<file path="src/common/rv32iPkg.sv">
// shared definitions for the rv32i pipeline core
// opcodes, ALU and forwarding encodings, and the payload of each stage register

package rv32iPkg;

	localparam int xlen = 32;

	// base opcodes of the supported subset
	localparam logic [6:0] opLui    = 7'b0110111;
	localparam logic [6:0] opAuipc  = 7'b0010111;
	localparam logic [6:0] opJal    = 7'b1101111;
	localparam logic [6:0] opJalr   = 7'b1100111;
	localparam logic [6:0] opBranch = 7'b1100011;
	localparam logic [6:0] opLoad   = 7'b0000011;
	localparam logic [6:0] opStore  = 7'b0100011;
	localparam logic [6:0] opImm    = 7'b0010011;
	localparam logic [6:0] opReg    = 7'b0110011;

	localparam logic [xlen-1:0] nopInstr = 32'h0000_0013; // addi x0,x0,0

	typedef enum logic [3:0] {
		aluAdd, aluSub, aluSll, aluSlt, aluSltu, aluXor,
		aluSrl, aluSra, aluOr, aluAnd, aluPassB
	} aluOpT;

	// execute operand source
	typedef enum logic [1:0] {fromReg, fromMem, fromWb} fwdSelT;

	typedef struct packed {
		logic [xlen-1:0] pc;
		logic [xlen-1:0] pcPlus4;
		logic [xlen-1:0] instr;
	} ifIdT;

	typedef struct packed {
		logic [xlen-1:0] pc;
		logic [xlen-1:0] pcPlus4;
		logic [xlen-1:0] a;
		logic [xlen-1:0] b;
		logic [xlen-1:0] imm;
		logic [4:0]      rs1;
		logic [4:0]      rs2;
		logic [4:0]      rd;
		aluOpT           aluOp;
		logic            aluSrcImm; // b operand from imm
		logic            aSrcPc;    // a operand from pc, auipc
		logic            regWrite;
		logic            memToReg;
		logic            memWrite;
		logic            linkPc;    // jal/jalr write pc+4
	} idExT;

	typedef struct packed {
		logic [xlen-1:0] aluOut;
		logic [xlen-1:0] storeData;
		logic [4:0]      rd;
		logic            regWrite;
		logic            memToReg;
		logic            memWrite;
	} exMemT;

	typedef struct packed {
		logic [xlen-1:0] result;
		logic [xlen-1:0] loadData;
		logic [4:0]      rd;
		logic            regWrite;
		logic            memToReg;
	} memWbT;

	// bubbles loaded on reset or clear
	localparam ifIdT  ifIdBubble  = '{pc: '0, pcPlus4: '0, instr: nopInstr};
	localparam idExT  idExBubble  = '0;
	localparam exMemT exMemBubble = '0;
	localparam memWbT memWbBubble = '0;

endpackage

</file>
<file path="src/hw/core/pipeReg.sv">
// stage register between two pipeline stages
// payload type and bubble value are set per stage boundary

`timescale 1ns/1ps

module pipeReg #(
	parameter type     payloadT = logic [31:0],
	parameter payloadT bubble   = '0
) (
	input  logic    clk,
	input  logic    reset,
	input  logic    en,
	input  logic    clear,
	input  payloadT d,
	output payloadT q
);

	always_ff @(posedge clk) begin
		if (reset || clear)
			q <= bubble; // clear beats hold
		else if (en)
			q <= d;
	end

	// the hazard unit only squashes a stage that is also allowed to advance
	assert property (@(posedge clk) disable iff (reset) clear |-> en)
		else $error("clear requested on a frozen stage register");

endmodule

</file>
<file path="src/hw/core/regFile.sv">
// 32 x 32 integer register file, two read ports and one write port
// reads see a same-cycle write so writeback needs no extra forwarding path

`timescale 1ns/1ps

module regFile
	import rv32iPkg::*;
(
	input  logic            clk,
	input  logic            reset,
	input  logic [4:0]      rs1,
	input  logic [4:0]      rs2,
	input  logic            we,
	input  logic [4:0]      wa,
	input  logic [xlen-1:0] wd,
	output logic [xlen-1:0] rdata1,
	output logic [xlen-1:0] rdata2
);

	logic [xlen-1:0] regs [0:31];

	always_ff @(posedge clk) begin
		if (reset) begin
			for (int i = 0; i < 32; i++)
				regs[i] <= '0;
		end else if (we && wa != 5'd0) begin
			regs[wa] <= wd; // x0 never written
		end
	end

	// write-before-read bypass
	assign rdata1 = (rs1 == 5'd0) ? '0 : (we && wa == rs1) ? wd : regs[rs1];
	assign rdata2 = (rs2 == 5'd0) ? '0 : (we && wa == rs2) ? wd : regs[rs2];

	// x0 storage stays zero whatever writeback aims at it
	assert property (@(posedge clk) disable iff (reset) regs[0] == '0)
		else $error("x0 holds a non-zero value");

endmodule

</file>
<file path="src/hw/core/instrDecode.sv">
// decode stage: controls, immediates, branch compare and next-pc target
// branches and jumps resolve here so only one fetched slot is squashed

`timescale 1ns/1ps

module instrDecode
	import rv32iPkg::*;
(
	input  logic [xlen-1:0] instr,
	input  logic [xlen-1:0] pc,
	input  logic [xlen-1:0] pcPlus4,
	input  logic [xlen-1:0] rdata1,
	input  logic [xlen-1:0] rdata2,
	input  logic [xlen-1:0] aluOutM,
	input  logic            fwdA,
	input  logic            fwdB,
	output logic [4:0]      rs1,
	output logic [4:0]      rs2,
	output logic [4:0]      rd,
	output idExT            idEx,
	output logic            branchOrJump,
	output logic            usesRs1,
	output logic            usesRs2,
	output logic            redirect,
	output logic [xlen-1:0] targetPc
);

	logic [6:0]      opcode;
	logic [2:0]      funct3;
	logic [xlen-1:0] immI, immS, immB, immU, immJ, imm;
	logic [xlen-1:0] opA, opB;
	logic            isBranch, isJal, isJalr, taken;

	assign opcode = instr[6:0];
	assign funct3 = instr[14:12];
	assign rs1    = instr[19:15];
	assign rs2    = instr[24:20];
	assign rd     = instr[11:7];

	assign immI = {{20{instr[31]}}, instr[31:20]};
	assign immS = {{20{instr[31]}}, instr[31:25], instr[11:7]};
	assign immB = {{19{instr[31]}}, instr[31], instr[7], instr[30:25], instr[11:8], 1'b0};
	assign immU = {instr[31:12], 12'b0};
	assign immJ = {{11{instr[31]}}, instr[31], instr[19:12], instr[20], instr[30:21], 1'b0};

	function automatic aluOpT aluFromFunct(input logic [2:0] f3, input logic alt);
		case (f3)
			3'b000:  return alt ? aluSub : aluAdd;
			3'b001:  return aluSll;
			3'b010:  return aluSlt;
			3'b011:  return aluSltu;
			3'b100:  return aluXor;
			3'b101:  return alt ? aluSra : aluSrl;
			3'b110:  return aluOr;
			default: return aluAnd;
		endcase
	endfunction

	always_comb begin
		idEx = '{pc: pc, pcPlus4: pcPlus4, a: rdata1, b: rdata2, imm: immI,
			rs1: rs1, rs2: rs2, rd: rd, aluOp: aluAdd, default: 1'b0};
		usesRs1  = 1'b0;
		usesRs2  = 1'b0;
		isBranch = 1'b0;
		isJal    = 1'b0;
		isJalr   = 1'b0;
		case (opcode)
			opLui: begin
				idEx.imm = immU;
				idEx.aluOp = aluPassB;
				idEx.aluSrcImm = 1'b1;
				idEx.regWrite = 1'b1;
			end
			opAuipc: begin
				idEx.imm = immU;
				idEx.aSrcPc = 1'b1;
				idEx.aluSrcImm = 1'b1;
				idEx.regWrite = 1'b1;
			end
			opJal: begin
				idEx.imm = immJ;
				idEx.linkPc = 1'b1;
				idEx.regWrite = 1'b1;
				isJal = 1'b1;
			end
			opJalr: begin
				idEx.linkPc = 1'b1;
				idEx.regWrite = 1'b1;
				usesRs1 = 1'b1;
				isJalr = 1'b1;
			end
			opBranch: begin
				idEx.imm = immB;
				usesRs1 = 1'b1;
				usesRs2 = 1'b1;
				isBranch = 1'b1;
			end
			opLoad: begin
				idEx.aluSrcImm = 1'b1;
				idEx.regWrite = 1'b1;
				idEx.memToReg = 1'b1;
				usesRs1 = 1'b1;
			end
			opStore: begin
				idEx.imm = immS;
				idEx.aluSrcImm = 1'b1;
				idEx.memWrite = 1'b1;
				usesRs1 = 1'b1;
				usesRs2 = 1'b1;
			end
			opImm: begin
				idEx.aluOp = aluFromFunct(funct3, funct3 == 3'b101 && instr[30]); // srai only
				idEx.aluSrcImm = 1'b1;
				idEx.regWrite = 1'b1;
				usesRs1 = 1'b1;
			end
			opReg: begin
				idEx.aluOp = aluFromFunct(funct3, instr[30]);
				idEx.regWrite = 1'b1;
				usesRs1 = 1'b1;
				usesRs2 = 1'b1;
			end
			default: ; // unsupported opcodes decode as a bubble
		endcase
	end

	assign imm = idEx.imm;

	// compare operands, memory stage result forwarded in
	assign opA = fwdA ? aluOutM : rdata1;
	assign opB = fwdB ? aluOutM : rdata2;

	always_comb begin
		case (funct3)
			3'b000:  taken = (opA == opB);
			3'b001:  taken = (opA != opB);
			3'b100:  taken = ($signed(opA) < $signed(opB));
			3'b101:  taken = ($signed(opA) >= $signed(opB));
			3'b110:  taken = (opA < opB);
			3'b111:  taken = (opA >= opB);
			default: taken = 1'b0;
		endcase
	end

	assign targetPc = isJalr ? ((opA + immI) & ~32'd1) : (pc + imm);
	assign redirect = isJal | isJalr | (isBranch & taken);
	assign branchOrJump = isBranch | isJal | isJalr;

endmodule

</file>
<file path="src/hw/core/execStage.sv">
// execute stage: operand forwarding and the ALU
// produces the result headed for memory and the store data

`timescale 1ns/1ps

module execStage
	import rv32iPkg::*;
(
	input  idExT            idEx,
	input  fwdSelT          fwdA,
	input  fwdSelT          fwdB,
	input  logic [xlen-1:0] aluOutM,
	input  logic [xlen-1:0] resultW,
	output logic [xlen-1:0] aluOut,
	output logic [xlen-1:0] storeData
);

	logic [xlen-1:0] srcA, srcB, aluA, aluB, aluRes;
	logic [4:0]      shamt;

	always_comb begin
		case (fwdA)
			fromMem: srcA = aluOutM;
			fromWb:  srcA = resultW;
			default: srcA = idEx.a;
		endcase
		case (fwdB)
			fromMem: srcB = aluOutM;
			fromWb:  srcB = resultW;
			default: srcB = idEx.b;
		endcase
	end

	assign aluA  = idEx.aSrcPc ? idEx.pc : srcA;
	assign aluB  = idEx.aluSrcImm ? idEx.imm : srcB;
	assign shamt = aluB[4:0];

	always_comb begin
		case (idEx.aluOp)
			aluAdd:  aluRes = aluA + aluB;
			aluSub:  aluRes = aluA - aluB;
			aluSll:  aluRes = aluA << shamt;
			aluSlt:  aluRes = {31'b0, $signed(aluA) < $signed(aluB)};
			aluSltu: aluRes = {31'b0, aluA < aluB};
			aluXor:  aluRes = aluA ^ aluB;
			aluSrl:  aluRes = aluA >> shamt;
			aluSra:  aluRes = $signed(aluA) >>> shamt;
			aluOr:   aluRes = aluA | aluB;
			aluAnd:  aluRes = aluA & aluB;
			default: aluRes = aluB; // lui
		endcase
	end

	assign aluOut    = idEx.linkPc ? idEx.pcPlus4 : aluRes; // link value for jal/jalr
	assign storeData = srcB;

endmodule

</file>
<file path="src/hw/core/hazardUnit.sv">
// forwarding selects, stalls and flushes for the whole pipeline
// iWait and dWait freeze stages here, nowhere else

`timescale 1ns/1ps

module hazardUnit
	import rv32iPkg::*;
(
	input  logic [4:0] rs1D, rs2D,
	input  logic       usesRs1, usesRs2,
	input  logic       branchOrJump, redirect,
	input  logic [4:0] rs1E, rs2E, rdE,
	input  logic       regWriteE, memToRegE,
	input  logic [4:0] rdM,
	input  logic       regWriteM, memToRegM, memWriteM,
	input  logic [4:0] rdW,
	input  logic       regWriteW,
	input  logic       iWait, dWait,
	output fwdSelT     fwdAE, fwdBE,
	output logic       fwdAD, fwdBD,
	output logic       pcEn, ifIdEn, ifIdClear,
	output logic       idExEn, idExClear,
	output logic       exMemEn, memWbEn,
	output logic       memAccessM
);

	logic hitE, hitLoadM, loadUse, branchStall, stallD;

	// decode source registers against a destination in execute or memory
	assign hitE     = regWriteE && rdE != 5'd0 &&
		((usesRs1 && rs1D == rdE) || (usesRs2 && rs2D == rdE));
	assign hitLoadM = memToRegM && regWriteM && rdM != 5'd0 &&
		((usesRs1 && rs1D == rdM) || (usesRs2 && rs2D == rdM));

	assign loadUse     = hitE && memToRegE;
	assign branchStall = branchOrJump && (hitE || hitLoadM); // 2 cycles behind a load
	assign stallD      = loadUse || branchStall;

	always_comb begin
		fwdAE = fromReg;
		fwdBE = fromReg;
		if (regWriteM && rdM != 5'd0 && rdM == rs1E)      fwdAE = fromMem;
		else if (regWriteW && rdW != 5'd0 && rdW == rs1E) fwdAE = fromWb;
		if (regWriteM && rdM != 5'd0 && rdM == rs2E)      fwdBE = fromMem;
		else if (regWriteW && rdW != 5'd0 && rdW == rs2E) fwdBE = fromWb;
	end

	// branch compare only, loads in memory are covered by the stall
	assign fwdAD = regWriteM && rdM != 5'd0 && rdM == rs1D;
	assign fwdBD = regWriteM && rdM != 5'd0 && rdM == rs2D;

	assign pcEn      = !stallD && !iWait && !dWait;
	assign ifIdEn    = pcEn;
	assign ifIdClear = pcEn && redirect; // squash the wrong-path fetch
	assign idExEn    = !dWait;
	assign idExClear = !dWait && (stallD || iWait); // bubble into execute
	assign exMemEn   = !dWait;
	assign memWbEn   = !dWait;

	assign memAccessM = memWriteM || memToRegM;

endmodule

</file>
<file path="src/hw/core/rv32iCore.sv">
// five-stage in-order rv32i core with decode-stage branch resolution
// instruction and data memories sit outside, behind iWait/dWait handshakes

`timescale 1ns/1ps

module rv32iCore
	import rv32iPkg::*;
(
	input  logic            clk,
	input  logic            reset,
	input  logic [xlen-1:0] imemInstn,
	input  logic [xlen-1:0] dmemRd,
	input  logic            iWait,
	input  logic            dWait,
	output logic [xlen-1:0] pcImem,
	output logic [xlen-1:0] dmemAddr,
	output logic [xlen-1:0] dmemWd,
	output logic            dmemWe,
	output logic            memAccessM
);

	logic [xlen-1:0] pcF, pcPlus4F, targetPc, resultW, aluOutE, storeDataE;
	logic [xlen-1:0] rdata1, rdata2;
	logic [4:0]      rs1D, rs2D;
	logic            usesRs1, usesRs2, branchOrJump, redirect, fwdAD, fwdBD;
	logic            pcEn, ifIdEn, ifIdClear, idExEn, idExClear, exMemEn, memWbEn;
	fwdSelT          fwdAE, fwdBE;
	ifIdT            ifIdD, ifIdQ;
	idExT            idExD, idExQ;
	exMemT           exMemD, exMemQ;
	memWbT           memWbD, memWbQ;

	// fetch
	assign pcPlus4F = pcF + 32'd4;
	assign pcImem   = pcF;

	always_ff @(posedge clk) begin
		if (reset)
			pcF <= '0;
		else if (pcEn)
			pcF <= redirect ? targetPc : pcPlus4F;
	end

	assign ifIdD = '{pc: pcF, pcPlus4: pcPlus4F, instr: imemInstn};

	pipeReg #(.payloadT(ifIdT), .bubble(ifIdBubble)) ifIdReg (
		.clk(clk), .reset(reset), .en(ifIdEn), .clear(ifIdClear),
		.d(ifIdD), .q(ifIdQ)
	);

	// decode
	instrDecode decode (
		.instr(ifIdQ.instr), .pc(ifIdQ.pc), .pcPlus4(ifIdQ.pcPlus4),
		.rdata1(rdata1), .rdata2(rdata2), .aluOutM(exMemQ.aluOut),
		.fwdA(fwdAD), .fwdB(fwdBD),
		.rs1(rs1D), .rs2(rs2D), .rd(), .idEx(idExD),
		.branchOrJump(branchOrJump), .usesRs1(usesRs1), .usesRs2(usesRs2),
		.redirect(redirect), .targetPc(targetPc)
	);

	regFile regs (
		.clk(clk), .reset(reset), .rs1(rs1D), .rs2(rs2D),
		.we(memWbQ.regWrite), .wa(memWbQ.rd), .wd(resultW),
		.rdata1(rdata1), .rdata2(rdata2)
	);

	pipeReg #(.payloadT(idExT), .bubble(idExBubble)) idExReg (
		.clk(clk), .reset(reset), .en(idExEn), .clear(idExClear),
		.d(idExD), .q(idExQ)
	);

	// execute
	execStage exec (
		.idEx(idExQ), .fwdA(fwdAE), .fwdB(fwdBE),
		.aluOutM(exMemQ.aluOut), .resultW(resultW),
		.aluOut(aluOutE), .storeData(storeDataE)
	);

	assign exMemD = '{aluOut: aluOutE, storeData: storeDataE, rd: idExQ.rd,
		regWrite: idExQ.regWrite, memToReg: idExQ.memToReg, memWrite: idExQ.memWrite};

	pipeReg #(.payloadT(exMemT), .bubble(exMemBubble)) exMemReg (
		.clk(clk), .reset(reset), .en(exMemEn), .clear(1'b0),
		.d(exMemD), .q(exMemQ)
	);

	// memory, held steady by exMemReg while dWait is high
	assign dmemAddr = exMemQ.aluOut;
	assign dmemWd   = exMemQ.storeData;
	assign dmemWe   = exMemQ.memWrite;

	assign memWbD = '{result: exMemQ.aluOut, loadData: dmemRd, rd: exMemQ.rd,
		regWrite: exMemQ.regWrite, memToReg: exMemQ.memToReg};

	pipeReg #(.payloadT(memWbT), .bubble(memWbBubble)) memWbReg (
		.clk(clk), .reset(reset), .en(memWbEn), .clear(1'b0),
		.d(memWbD), .q(memWbQ)
	);

	// writeback
	assign resultW = memWbQ.memToReg ? memWbQ.loadData : memWbQ.result;

	hazardUnit hazards (
		.rs1D(rs1D), .rs2D(rs2D), .usesRs1(usesRs1), .usesRs2(usesRs2),
		.branchOrJump(branchOrJump), .redirect(redirect),
		.rs1E(idExQ.rs1), .rs2E(idExQ.rs2), .rdE(idExQ.rd),
		.regWriteE(idExQ.regWrite), .memToRegE(idExQ.memToReg),
		.rdM(exMemQ.rd), .regWriteM(exMemQ.regWrite),
		.memToRegM(exMemQ.memToReg), .memWriteM(exMemQ.memWrite),
		.rdW(memWbQ.rd), .regWriteW(memWbQ.regWrite),
		.iWait(iWait), .dWait(dWait),
		.fwdAE(fwdAE), .fwdBE(fwdBE), .fwdAD(fwdAD), .fwdBD(fwdBD),
		.pcEn(pcEn), .ifIdEn(ifIdEn), .ifIdClear(ifIdClear),
		.idExEn(idExEn), .idExClear(idExClear),
		.exMemEn(exMemEn), .memWbEn(memWbEn), .memAccessM(memAccessM)
	);

	// the redirecting instruction moves on into execute while its wrong-path fetch is squashed
	assert property (@(posedge clk) disable iff (reset) ifIdClear |=> idExQ == $past(idExD))
		else $error("branch in decode dropped by stall and flush together");

endmodule

</file>
<file path="config.mk">
export PLATFORM = sky130hd
export DESIGN_NAME = rv32iCore
export DESIGN_NICKNAME = d
export VERILOG_FILES = /design/src/common/rv32iPkg.sv /design/src/hw/core/pipeReg.sv /design/src/hw/core/regFile.sv /design/src/hw/core/instrDecode.sv /design/src/hw/core/execStage.sv /design/src/hw/core/hazardUnit.sv /design/src/hw/core/rv32iCore.sv
export SDC_FILE = /design/constraint.sdc
export NUM_CORES = 2
export LEC_CHECK = 0
export ABC_CLOCK_PERIOD_IN_PS = 12250
export BUFFER_PORTS_ARGS = -buffer_cell sky130_fd_sc_hd__buf_2
export CAP_MARGIN = 25
export CORE_MARGIN = 3
export CORE_UTILIZATION = 50
export CTS_CLUSTER_DIAMETER = 30
export DETAILED_ROUTE_END_ITERATION = 16
export PLACE_DENSITY = 0.66
export SLEW_MARGIN = 0
export SYNTH_ARGS = -nofsm -noshare
export SYNTH_HDL_FRONTEND = slang
export SYNTH_HIERARCHICAL = 1
export SYNTH_SLANG_ARGS = --single-unit
</file>
<file path="constraint.sdc">
create_clock -name clk -period 12.25 [get_ports clk]
set_input_delay 0 -clock clk [delete_from_list [all_inputs] [get_ports clk]]
set_output_delay 0 -clock clk [all_outputs]
set_load 0.05 [all_outputs]
</file>
==> qor.csv <==
stage,metric,value,unit
status,status,finished clean,
final_layout,final_layout_size_suffix_gt1_share,18.9,%
hold_path,hold_path.class,in -> reg,
floorplan,pin_count,166,
route,num_vias,77400,
route,wl,415,mm
global_route,grt_util_all_layers,42.3,%
sta,hold_violations,0,
power_and_ir_drop,power_density,162,mW/mm2
route,drt_pass1_iterations,6,
final_layout,layout.nets,8784,
cts,clockBufferDepth,4,
placement,hpwl,272,mm
floorplan,die_h,437,um
sta,grt_setup_unrepaired,no,
final_layout,layout_common_cells,"edfxtp_1 (1024), and2_1 (998), mux2i_1 (917), nor2_1 (695), dfxtp_1 (445)",
placement,gp_congestion,1.06,
job,maxCapViolations,0,
sta,slew_headroom,21.9,%
sta,fin_skew,130,ps
floorplan,coreArea,0.184,mm2
floorplan,initial_core_util,50.5,%
placement,port_buffers,165,
final_layout,synthToLayoutAreaGrowth,16.5,%
power_and_ir_drop,p_leak,41.0,nW
synthesis,synth_area,0.0927,mm2
placement,place_area,0.0940,mm2
power_and_ir_drop,vdd.ir_drop.worst,0.207,mV
cts,root_buffer,clkbuf_16,
global_route,antenna_found_initial,33,
final_layout,final_area,0.108,mm2
power_and_ir_drop,total_power,17.5,mW
route,ant_nets,0,
setup_path,arrival,9420,ps
sta,drv_slew,0,
floorplan,rows,157,
synthesis,ys_warn_count,6,
cts,clock_latency,970,ps
sta,period_minus_slack,8650,ps
setup_path,cp-start-kind,flip-flop,
setup_path,endpoint_kind,flip-flop,
sta,setup_violations,0,
sta,timing.fmax,116,MHz
floorplan,die_area,0.191,mm2
route,drc,0,
cts,numCtsBuffers,362,
cts,cts_setup_buffers,0,
sta,setup_tns,0,ps
setup_path,required,13010,ps
route,drt-initial-drc-count,11700,
setup_path,path_class,reg -> reg,
global_route,grt_max_degree,106,
cts,clock-sinks,1480,
cts,htreeDepth,5,
floorplan,fp.dieW,437,um
global_route,grt_pass1_wl,576,mm
final_layout,final_common_cell,edfxtp_1,
sta,tightest_slew,1160,ps
synthesis,syn-mean-instance-area,11.0,um2
cts,cts_tree,built,
route,wl_per_cell,36.7,um
sta,finalCritPeriodShare,70.6,%
global_route,grt_pass1_vias,75000,
cts,path_clk_slew,50,ps
cts,cts_resized,0,
synthesis,netlist_instances,8415,
global_route,overflow,0,
route,via_per_inst,6.85,
setup_path,critPathMaxFanout,49,
## registers in the layout, indices dropped and copies added (netlist names)
| signal | count |
|---|---|
| regs/regs | 1024 |
| memWbReg/q | 71 |
| ifIdReg/q | 96 |
| pcImem | 32 |
| idExReg/q | 185 |
| exMemReg/q | 72 |
## per-stage QoR
step | hold WS [ps] | setup WS (ps) | utilization, % | std cells
2_1_floorplan | 109 | 6290 | - | 8447
4_1_cts | 109 | 4000 | 58.7 | 11300
5_1_grt | 176 | 3480 | 58.8 | 11300
6_report | 187 | 3600 | 58.8 | 11300
3_5_place_dp | 227 | 4080 | 51.2 | 10400
3_3_place_gp | 224 | 4110 | 51.1 | 10400
## worst paths after layout
| path | from | endpoint | slack, ps | cells after the start |
|---|---|---|---|---|
| worst max-delay path | ifIdReg/q[21]$_SDFFE_PP0P_ | pcImem[29]$_SDFFE_PP0P_ | 3600 | 22 |
| worst min-delay path | reset | regs/regs[0][8]$_SDFFCE_PN0P_ | 190 | 2 |
| worst max register to register | ifIdReg/q[21]$_SDFFE_PP0P_ | pcImem[29]$_SDFFE_PP0P_ | 3600 | 22 |
| worst min register to register | memWbReg/q[53]$_SDFFE_PP0P_ | memWbReg/q[53]$_SDFFE_PP0P_ | 490 | 2 |
## where the power goes
group / leakage [nW] / internal (mW) / switching [mW]
Sequential: 14.2 / 5.51 / 0.132
Clock: 5.94 / 6.67 / 3.02
Combinational: 20.8 / 0.745 / 1.45
## final cells by class
type	instances	area [um2]
Antenna cell	40	100
Tap cell	2464	3080
Inverter	173	659
Clock inverter	204	2480
Timing Repair Buffer	588	4550
Fill cell	14700	75600
Multi-Input combinational cell	5909	47500
Clock buffer	438	9770
Sequential cell	1480	39900
## critical path: stages (launching register included)
cell	delay, ps
dfxtp_4	680
buf_4	670
or3b_4	830
buf_4	550
o22ai_1	150
a211oi_1	400
nand2_1	130
a32o_1	460
mux2i_1	240
ha_1	290
nand4_1	150
or4_1	560
nor4_1	620
nor3_1	150
o211a_1	250
o221ai_1	190
a21o_1	300
buf_4	490
inv_1	340
nand2_1	400
nor2_1	80
a2111oi_0	390
a211oi_1	90
## what timing repair did
| action | in CTS | in global routing |
|---|---|---|
| hold buffers | 167 | 0 |
| setup endpoints to repair | 0 | 0 |
| endpoints found under the hold margin | 211 | 0 |
## layer usage
layer / vias to the layer above / wire length, um / track usage (%) / part of all wire (%)
met2: 6138 / 181000 / 63.5 / 44
li1: 31400 / - / - / -
met1: 38000 / 145000 / 51.1 / 35
met3: 1779 / 49700 / 12.3 / 12
met5: - / 90 / 0 / 0.022
met4: 14 / 39700 / 33.1 / 9.6
No activity file was read; power rests on OpenSTA's default activity.
